==> config.mk <==
export PLATFORM = sky130hd
export DESIGN_NAME = divsqrt_multi
export DESIGN_NICKNAME = d
export VERILOG_FILES = /design/src/hdl/divsqrt_cfg_pkg.sv /design/src/hdl/divsqrt_op_pkg.sv /design/src/hdl/divsqrt_core_if.sv /design/src/hdl/divsqrt_ctrl.sv /design/src/hdl/divsqrt_iter.sv /design/src/hdl/divsqrt_multi.sv /design/src/hdl/divsqrt_pipe_regs.sv
export SDC_FILE = /design/constraint.sdc
export NUM_CORES = 1
export LEC_CHECK = 0
export ABC_AREA = 1
export BUFFER_PORTS_ARGS = -buffer_cell sky130_fd_sc_hd__clkbuf_2
export CORE_UTILIZATION = 32
export DETAILED_ROUTE_END_ITERATION = 10
export HOLD_SLACK_MARGIN = 0.02
export PLACE_DENSITY_LB_ADDON = 0.08
export SYNTH_ARGS = -nofsm -noshare
export SYNTH_HDL_FRONTEND = slang
export SYNTH_SLANG_ARGS = --single-unit
==> constraint.sdc <==
create_clock -name clk_i -period 4.4 [get_ports clk_i]
set_input_delay 0.44 -clock clk_i [delete_from_list [all_inputs] [get_ports clk_i]]
set_output_delay 0.44 -clock clk_i [all_outputs]
set_load 0.05 [all_outputs]
==> src/hdl/divsqrt_cfg_pkg.sv <==
// Divide/sqrt unit configuration: data width, register stage counts, iteration count
`default_nettype none

package divsqrt_cfg_pkg;

  // ----------------------------
  // Datapath
  // ----------------------------
  // Operand and result width
  localparam int unsigned DATA_W = 16;

  // ----------------------------
  // Register stages
  // ----------------------------
  // Stages ahead of the control FSM
  localparam int unsigned NUM_INP_REGS = 1;
  // Stages behind the hold register
  localparam int unsigned NUM_OUT_REGS = 1;

  // One result bit per cycle
  localparam int unsigned ITER_CYCLES = DATA_W;
  localparam int unsigned CNT_W       = 5;

endpackage : divsqrt_cfg_pkg

`default_nettype wire

==> src/hdl/divsqrt_op_pkg.sv <==
// Divide/sqrt operation code, status flags and stage payload words
`default_nettype none

package divsqrt_op_pkg;
  import divsqrt_cfg_pkg::*;

  // Operation select
  typedef enum logic {OP_DIV, OP_SQRT} op_e;

  // Result flags
  typedef struct packed {
    logic div_zero;  // divisor was zero, quotient forced to all ones
    logic inexact;   // nonzero final remainder
  } status_t;

  // Input stage payload
  typedef struct packed {
    op_e               op;
    logic [DATA_W-1:0] operand_a;
    logic [DATA_W-1:0] operand_b;
  } in_word_t;

  // Output stage payload
  typedef struct packed {
    logic [DATA_W-1:0] result;
    status_t           status;
  } out_word_t;

endpackage : divsqrt_op_pkg

`default_nettype wire

==> src/hdl/divsqrt_core_if.sv <==
// Start/done link between the divide/sqrt control FSM and the iterative core
`timescale 1ns/1ps
`default_nettype none

interface divsqrt_core_if
  import divsqrt_cfg_pkg::*, divsqrt_op_pkg::*;
();

  // Issue side
  logic              start;      // single-cycle pulse, only while ready
  op_e               op;
  logic [DATA_W-1:0] operand_a;
  logic [DATA_W-1:0] operand_b;
  logic              kill;       // abort, core idle on the next cycle

  // Completion side
  logic              ready;      // core can take a start
  logic              done;       // ITER_CYCLES after start
  logic [DATA_W-1:0] result;     // valid in the done cycle only
  status_t           status;

  // Control FSM view
  modport ctrl (
    output start, op, operand_a, operand_b, kill,
    input  ready, done, result, status
  );

  // Arithmetic core view
  modport core (
    input  start, op, operand_a, operand_b, kill,
    output ready, done, result, status
  );

endinterface : divsqrt_core_if

`default_nettype wire

==> src/hdl/divsqrt_ctrl.sv <==
// Issue/hold FSM between input stage, iterative core and output stage
`timescale 1ns/1ps
`default_nettype none

module divsqrt_ctrl
  import divsqrt_op_pkg::*;
(
  input  logic          clk_i,
  input  logic          arst_n_i,
  input  logic          flush_i,
  input  logic          in_valid_i,
  output logic          in_ready_o,
  input  in_word_t      in_word_i,
  divsqrt_core_if.ctrl  core,
  output logic          out_valid_o,
  input  logic          out_ready_i,
  output out_word_t     out_word_o,
  output logic          busy_o
);

  typedef enum logic [1:0] {IDLE, BUSY, HOLD} state_e;

  state_e    state_q, state_d;
  out_word_t unit_word;
  out_word_t held_q;

  // ----------------------------
  // Core issue
  // ----------------------------
  assign core.op        = in_word_i.op;
  assign core.operand_a = in_word_i.operand_a;
  assign core.operand_b = in_word_i.operand_b;
  // in_ready_o already low during flush
  assign core.start     = in_valid_i & in_ready_o;
  assign core.kill      = flush_i;

  // ----------------------------
  // FSM
  // ----------------------------
  always_comb begin : fsm_comb
    state_d     = state_q;
    in_ready_o  = 1'b0;
    out_valid_o = 1'b0;
    busy_o      = 1'b0;
    unique case (state_q)
      // Waiting for work
      IDLE: begin
        in_ready_o = core.ready;
        if (in_valid_i && core.ready) begin
          state_d = BUSY;
        end
      end
      // Core running, offer the result on done
      BUSY: begin
        busy_o = 1'b1;
        if (core.done) begin
          out_valid_o = 1'b1;
          if (out_ready_i) begin
            // Result leaves, next op may start in the same cycle
            state_d    = in_valid_i ? BUSY : IDLE;
            in_ready_o = core.ready;
          end else begin
            state_d = HOLD;
          end
        end
      end
      // Re-offer held copy until taken
      HOLD: begin
        busy_o      = 1'b1;
        out_valid_o = 1'b1;
        if (out_ready_i) begin
          state_d    = in_valid_i ? BUSY : IDLE;
          in_ready_o = core.ready;
        end
      end
      default: state_d = IDLE;
    endcase
    // Flush drops everything
    if (flush_i) begin
      state_d     = IDLE;
      in_ready_o  = 1'b0;
      out_valid_o = 1'b0;
      busy_o      = 1'b0;
    end
  end

  always_ff @(posedge clk_i or negedge arst_n_i) begin
    if (!arst_n_i) begin
      state_q <= IDLE;
    end else begin
      state_q <= state_d;
    end
  end

  // ----------------------------
  // Hold register, output select
  // ----------------------------
  assign unit_word.result = core.result;
  assign unit_word.status = core.status;

  // Capture on done when downstream refuses
  always_ff @(posedge clk_i) begin
    if (core.done && !out_ready_i) begin
      held_q <= unit_word;
    end
  end

  assign out_word_o = (state_q == HOLD) ? held_q : unit_word;

endmodule : divsqrt_ctrl

`default_nettype wire

==> src/hdl/divsqrt_iter.sv <==
// Radix-2 restoring engine for unsigned divide and floor square root
`timescale 1ns/1ps
`default_nettype none

module divsqrt_iter
  import divsqrt_cfg_pkg::*;
  import divsqrt_op_pkg::*;
(
  input  logic          clk_i,
  input  logic          arst_n_i,
  divsqrt_core_if.core  core
);

  // Control state
  logic             busy_q;
  logic [CNT_W-1:0] cnt_q;
  logic             step_en;

  // Working registers
  op_e                 op_q, op_cur;
  logic [DATA_W-1:0]   dvs_q, dvs_cur;          // divisor
  logic [2*DATA_W-1:0] src_q, src_cur, src_nxt; // dividend or radicand bits still to bring down
  logic [DATA_W+1:0]   rem_q, rem_cur, rem_nxt; // partial remainder
  logic [DATA_W-1:0]   quo_q, quo_cur, quo_nxt; // quotient or root
  logic [DATA_W+3:0]   rem_sh, trial;
  logic [DATA_W+1:0]   diff;
  logic                take;

  // ----------------------------
  // Sequencing
  // ----------------------------
  // First step happens on the start edge, done after ITER_CYCLES-1 more
  assign core.done  = busy_q & (cnt_q == '0);
  // Ready again in the done cycle for back-to-back issue
  assign core.ready = ~busy_q | core.done;
  assign step_en    = busy_q & (cnt_q != '0);

  always_ff @(posedge clk_i or negedge arst_n_i) begin
    if (!arst_n_i) begin
      busy_q <= 1'b0;
      cnt_q  <= '0;
    end else if (core.kill) begin
      busy_q <= 1'b0;
    end else if (core.start) begin
      busy_q <= 1'b1;
      cnt_q  <= CNT_W'(ITER_CYCLES - 1);
    end else if (step_en) begin
      cnt_q <= cnt_q - 1'b1;
    end else begin
      busy_q <= 1'b0;
    end
  end

  // ----------------------------
  // Iteration step
  // ----------------------------
  always_comb begin
    // Start operands feed the first step directly
    if (core.start) begin
      op_cur  = core.op;
      dvs_cur = core.operand_b;
      rem_cur = '0;
      quo_cur = '0;
      // Divide takes one bit from the top, sqrt two bits of zero-extended a
      src_cur = (core.op == OP_DIV) ? {core.operand_a, {DATA_W{1'b0}}}
                                    : {{DATA_W{1'b0}}, core.operand_a};
    end else begin
      op_cur  = op_q;
      dvs_cur = dvs_q;
      rem_cur = rem_q;
      quo_cur = quo_q;
      src_cur = src_q;
    end
    if (op_cur == OP_DIV) begin
      rem_sh  = {1'b0, rem_cur, src_cur[2*DATA_W-1]};
      trial   = {4'b0000, dvs_cur};
      src_nxt = src_cur << 1;
    end else begin
      // Trial subtrahend is 4*root + 1
      rem_sh  = {rem_cur, src_cur[2*DATA_W-1 -: 2]};
      trial   = {2'b00, quo_cur, 2'b01};
      src_nxt = src_cur << 2;
    end
    take    = (rem_sh >= trial);
    diff    = rem_sh[DATA_W+1:0] - trial[DATA_W+1:0];
    // Restore by keeping the shifted remainder
    rem_nxt = take ? diff : rem_sh[DATA_W+1:0];
    quo_nxt = {quo_cur[DATA_W-2:0], take};
  end

  always_ff @(posedge clk_i) begin
    if (core.start) begin
      op_q  <= core.op;
      dvs_q <= core.operand_b;
    end
    if (core.start || step_en) begin
      src_q <= src_nxt;
      rem_q <= rem_nxt;
      quo_q <= quo_nxt;
    end
  end

  // Zero divisor gives all ones; its remainder does not count as inexact
  assign core.status.div_zero = (op_q == OP_DIV) && (dvs_q == '0);
  assign core.status.inexact  = (rem_q != '0) && !core.status.div_zero;
  assign core.result          = core.status.div_zero ? '1 : quo_q;

endmodule : divsqrt_iter

`default_nettype wire

==> src/hdl/divsqrt_multi.sv <==
// Multi-cycle unsigned divide/sqrt unit top: input stage, control, core, output stage
`timescale 1ns/1ps
`default_nettype none

module divsqrt_multi
  import divsqrt_cfg_pkg::*;
  import divsqrt_op_pkg::*;
(
  input  logic              clk_i,
  input  logic              arst_n_i,
  // Input handshake
  input  logic              in_valid_i,
  output logic              in_ready_o,
  input  op_e               op_i,
  input  logic [DATA_W-1:0] operand_a_i,
  input  logic [DATA_W-1:0] operand_b_i,
  input  logic              flush_i,
  // Output handshake
  output logic              out_valid_o,
  input  logic              out_ready_i,
  output logic [DATA_W-1:0] result_o,
  output status_t           status_o,
  // Anything in flight
  output logic              busy_o
);

  in_word_t  in_word, inp_word;
  out_word_t res_word, out_word;
  logic      inp_valid, inp_ready;
  logic      res_valid, res_ready;
  logic      inp_busy, ctrl_busy, out_busy;

  divsqrt_core_if core_if ();

  assign in_word.op        = op_i;
  assign in_word.operand_a = operand_a_i;
  assign in_word.operand_b = operand_b_i;

  // Input register stage
  divsqrt_pipe_regs #(.data_t(in_word_t), .NUM_STAGES(NUM_INP_REGS)) inp_regs_inst (
    .clk_i, .arst_n_i, .flush_i,
    .valid_i (in_valid_i), .ready_o (in_ready_o), .data_i (in_word),
    .valid_o (inp_valid),  .ready_i (inp_ready),  .data_o (inp_word),
    .busy_o  (inp_busy)
  );

  // Issue and hold control
  divsqrt_ctrl ctrl_inst (
    .clk_i, .arst_n_i, .flush_i,
    .in_valid_i  (inp_valid), .in_ready_o (inp_ready), .in_word_i (inp_word),
    .core        (core_if.ctrl),
    .out_valid_o (res_valid), .out_ready_i (res_ready), .out_word_o (res_word),
    .busy_o      (ctrl_busy)
  );

  // Arithmetic core
  divsqrt_iter iter_inst (.clk_i, .arst_n_i, .core (core_if.core));

  // Output register stage
  divsqrt_pipe_regs #(.data_t(out_word_t), .NUM_STAGES(NUM_OUT_REGS)) out_regs_inst (
    .clk_i, .arst_n_i, .flush_i,
    .valid_i (res_valid),   .ready_o (res_ready),   .data_i (res_word),
    .valid_o (out_valid_o), .ready_i (out_ready_i), .data_o (out_word),
    .busy_o  (out_busy)
  );

  assign result_o = out_word.result;
  assign status_o = out_word.status;
  assign busy_o   = inp_busy | ctrl_busy | out_busy;

endmodule : divsqrt_multi

`default_nettype wire

==> src/hdl/divsqrt_pipe_regs.sv <==
// Valid/ready register chain with synchronous flush, any payload type
`timescale 1ns/1ps
`default_nettype none

module divsqrt_pipe_regs #(
  parameter type         data_t     = logic,
  parameter int unsigned NUM_STAGES = 1
) (
  input  logic  clk_i,
  input  logic  arst_n_i,
  input  logic  flush_i,
  input  logic  valid_i,
  output logic  ready_o,
  input  data_t data_i,
  output logic  valid_o,
  input  logic  ready_i,
  output data_t data_o,
  output logic  busy_o
);

  // Index i is the view after i stages, index 0 is the chain input
  logic  valid_q [0:NUM_STAGES];
  logic  ready   [0:NUM_STAGES];
  data_t data_q  [0:NUM_STAGES];

  assign valid_q[0] = valid_i;
  assign data_q[0]  = data_i;
  assign ready_o    = ready[0];

  for (genvar i = 0; i < NUM_STAGES; i++) begin : gen_stage
    logic load;
    // Advance when next stage takes its item or only holds a bubble
    assign ready[i] = ready[i+1] | ~valid_q[i+1];
    // Payload moves only with a real item
    assign load = ready[i] & valid_q[i];

    always_ff @(posedge clk_i or negedge arst_n_i) begin
      if (!arst_n_i) begin
        valid_q[i+1] <= 1'b0;
      end else if (flush_i) begin
        valid_q[i+1] <= 1'b0;
      end else if (ready[i]) begin
        valid_q[i+1] <= valid_q[i];
      end
    end

    always_ff @(posedge clk_i) begin
      if (load) begin
        data_q[i+1] <= data_q[i];
      end
    end
  end

  // Downstream ready enters at the far end
  assign ready[NUM_STAGES] = ready_i;
  assign valid_o           = valid_q[NUM_STAGES];
  assign data_o            = data_q[NUM_STAGES];

  // Any stage holding an item, zero stages never busy
  always_comb begin
    busy_o = 1'b0;
    for (int unsigned i = 1; i <= NUM_STAGES; i++) begin
      busy_o = busy_o | valid_q[i];
    end
  end

endmodule : divsqrt_pipe_regs

`default_nettype wire

==> results_dict.tcl <==
set metrics [dict create \
    result_of_the_run "finished, final reports clean" \
    first_global_vias 6000 \
    die_area_sq_um 26800 \
    fin_crit_ps 4070 \
    synth_top_flop_cell "edfxtp_1" \
    placement.io_buffers 58 \
    tritoncts_buffer_count 17 \
    hold_path.class "in2reg" \
    num_vias 6265 \
    clkTransAtPathRegs_ps 70 \
    worstSetupEndpointType "flip-flop" \
    finClkSkew_ps 25.4 \
    drt_drc_violations_left 0 \
    synthesis.nets 1000 \
    cap_viol_max_count 0 \
    fin_hold_ws_ps 176 \
    average_footprint_of_a_synthesized_cell_sq_um 8.91 \
    ys_warn_count 0 \
    clk_path_buf_depth 2 \
    timing.slew.headroom_pct 41.4 \
    synth.cell_area_sq_um 8360 \
    synth.lib_cells_used.distinct 48 \
    synth_largest_type_area_fraction_pct 48.1 \
    pwr_density_cell_nw_per_um2 883 \
    drt_first_pass_iters 5 \
    yosys-top-cells-count "nand2_1, edfxtp_1, inv_1" \
    post_synth_inst_count 938 \
    placement.cell_area_sq_um 9110 \
    antenna_found_initial 0 \
    synth.area.top_cells "edfxtp_1, nand2_1, o21ai_0, inv_1, dfxtp_1" \
    core_area_sq_um 25400 \
    seq_total_area_yosys_pct 55.2 \
    vertical_extent_of_the_die_um 164 \
    setup-violations-final 0 \
    max-vdd-ir-drop_mv 0.261 \
    synth_enable_flop_cells 134 \
    max_freq_ghz 0.246 \
    crit_type "reg2reg" \
    worst-endpoint-arrival_ps 4250 \
    timing.reg2reg.setup_slack_ps 330 \
    global_route.overflow_total 0 \
    power.static_leakage_nw 4.45 \
    timing.final.max_slew_violations 0 \
    fraction_of_the_cycle_the_final_worst_path_needs_pct 92.5 \
    postSynthRegisterBits 161 \
    floorplan.initialDensity_pct 32.9 \
    fin_tns_setup_ps 0 \
    final_nets 1082 \
    max_slew.worst_pin.slew_ps 876 \
    detailedPlacementHpwl_um 14700 \
    groute.usage.overall_pct 15.6 \
    floorplan.rows 58 \
    avgViaCountPerCell 4.60 \
    largest_net_degree_at_the_start_of_global_routing 39 \
    layout-area-overhead-vs-synth_pct 18.7 \
    synth_most_common_cell "nand2_1" \
    critical_path.startpoint_type "flip-flop" \
    drive_gt1_share_pct 18.8 \
    number_of_design_rule_violations_left_by_the_first_detailed_router_iteration 328 \
    drt-wirelength-per-cell_um 14.9 \
    worstPathMaxFanout 10 \
    cts_tree "built" \
    ioPinCount 59 \
    route.final.wire_length_um 20400 \
    yosys.area.top_type "edfxtp_1" \
    design_power_w 0.00875 \
    synthArstFlopShare_pct 6.21 \
    clockRootBuffer "clkbuf_16" \
    gp_routability_congestion 0.786 \
    timing.critical_path.required_ps 4580 \
    cts.sink_count 161 \
    die_width_um 164 \
    hold_viol_final 0 \
    postRouteAntennaNets 0 \
    cts_max_level 4 \
    insertion_delay_ps 430 \
    insertedDiodeCount 0 \
    final_area_sq_um 9920 \
    grt_pass1_wl_um 31800 \
]
-- worst max-delay path, cell delays in order (launching register included) --
cell        delay (ps)
dfrtp_1            370
inv_1               80
ha_1               200
inv_1               90
a21oi_2             50
nand3_2            100
nand3_4            130
nand3_4            200
clkinvlp_4         150
buf_4              170
nand2_1             50
o21ai_0             90
or2_2              300
ha_1               210
fa_1               430
o21ai_2            210
a221oi_2           120
o21ai_4            210
nand2_2             80
nand2_2            120
nand3_2            240
nand3_1            150
nand2_1             70
-- metrics by stage --
step                      utilization [%]  instances  setup WS, ps
final                                39.0       1363           329
after global routing                 39.0       1363         -11.1
after CTS                            38.2       1348          6.91
after detailed placement             35.9       1315          17.6
after global placement               35.9       1315           141
after floorplan                         -        938           237
-- what timing repair did --
item	4_1_cts	5_1_grt
endpoints found under the setup margin	0	19
buffers inserted	0	11
hold buffers	1	0
gates resized for setup	0	18
hold endpoints to repair	10	0
-- layout by cell type (no fill, tap or decap), types with 4 or more instances in the layout --
cell type  instances
inv_8              5
or2_2             16
ha_1              21
nand2_1          321
nor2_1            41
clkbuf_2          58
dfrtp_1           10
inv_6              7
inv_2              4
nand3_2            5
nor4_1             6
nand3_1           44
edfxtp_1         134
clkbuf_16         18
dfxtp_1           17
nor3_1             6
xor2_1             8
o22ai_1            7
inv_1             96
buf_4             31
nand2_2           23
o21ai_0           71
a21oi_1           23
nand4_1           10
-- layer usage --
| layer | wire length [um] | vias up | track usage [%] |
|---|---|---|---|
| li1 | - | 3275 | - |
| met1 | 10700 | 2865 | 22.8 |
| met2 | 8870 | 108 | 23.6 |
| met3 | 602 | 17 | 2.46 |
| met4 | 245 | 0 | 4.25 |
| met5 | 0 | - | 0 |
-- where the power goes --
part	switching (W)	internal, W
clock	0.000682	0.000810
combinational	0.00306	0.00162
sequential	0.000201	0.00238
total	0.00395	0.00481
-- cells by family after synthesis --
| family | after synthesis | share of synthesized area, % |
|---|---|---|
| mux | 1 | 0.120 |
| compound gates | 121 | 7.84 |
| other cells | 1 | 0.0449 |
| simple gates | 485 | 25.7 |
| xor+xnor | 9 | 0.943 |
| flops | 161 | 55.2 |
| fa+ha+maj | 24 | 3.68 |
| buf+inv | 136 | 6.45 |
-- sequential cells by signal, indices dropped and copies added, names as in the netlist, 2 cells and up --
signal / count
inp_regs_inst.data_o: 33
iter_inst.src_q: 31
ctrl_inst.held_q: 18
iter_inst.rem_q: 18
out_regs_inst.data_o: 18
iter_inst.dvs_q: 16
iter_inst.quo_q: 16
iter_inst.cnt_q: 5
ctrl_inst.state_q: 2
-- final timing paths --
kind	start	endpoint	cells past startpoint
min in group asynchronous	arst_n_i	iter_inst.cnt_q[1]	2
max in group asynchronous	arst_n_i	ctrl_inst.state_q[1]	2
min	operand_a_i[5]	inp_regs_inst.data_o[21]	1
max	ctrl_inst.state_q[1]	iter_inst.rem_q[5]	22
max reg2reg	ctrl_inst.state_q[1]	iter_inst.rem_q[5]	22
min reg2reg	inp_regs_inst.data_o[4]	iter_inst.dvs_q[4]	2
-- cell type report --
type	instances	area (sq um)
sequential	161	4610
multi-input combinational	644	3320
timing repair buffer	93	598
inverter	103	390
fill	2595	15500
clock inverter	15	159
tap	330	413
clock buffer	17	425
Note: power is estimated with default switching activity, not from simulation.
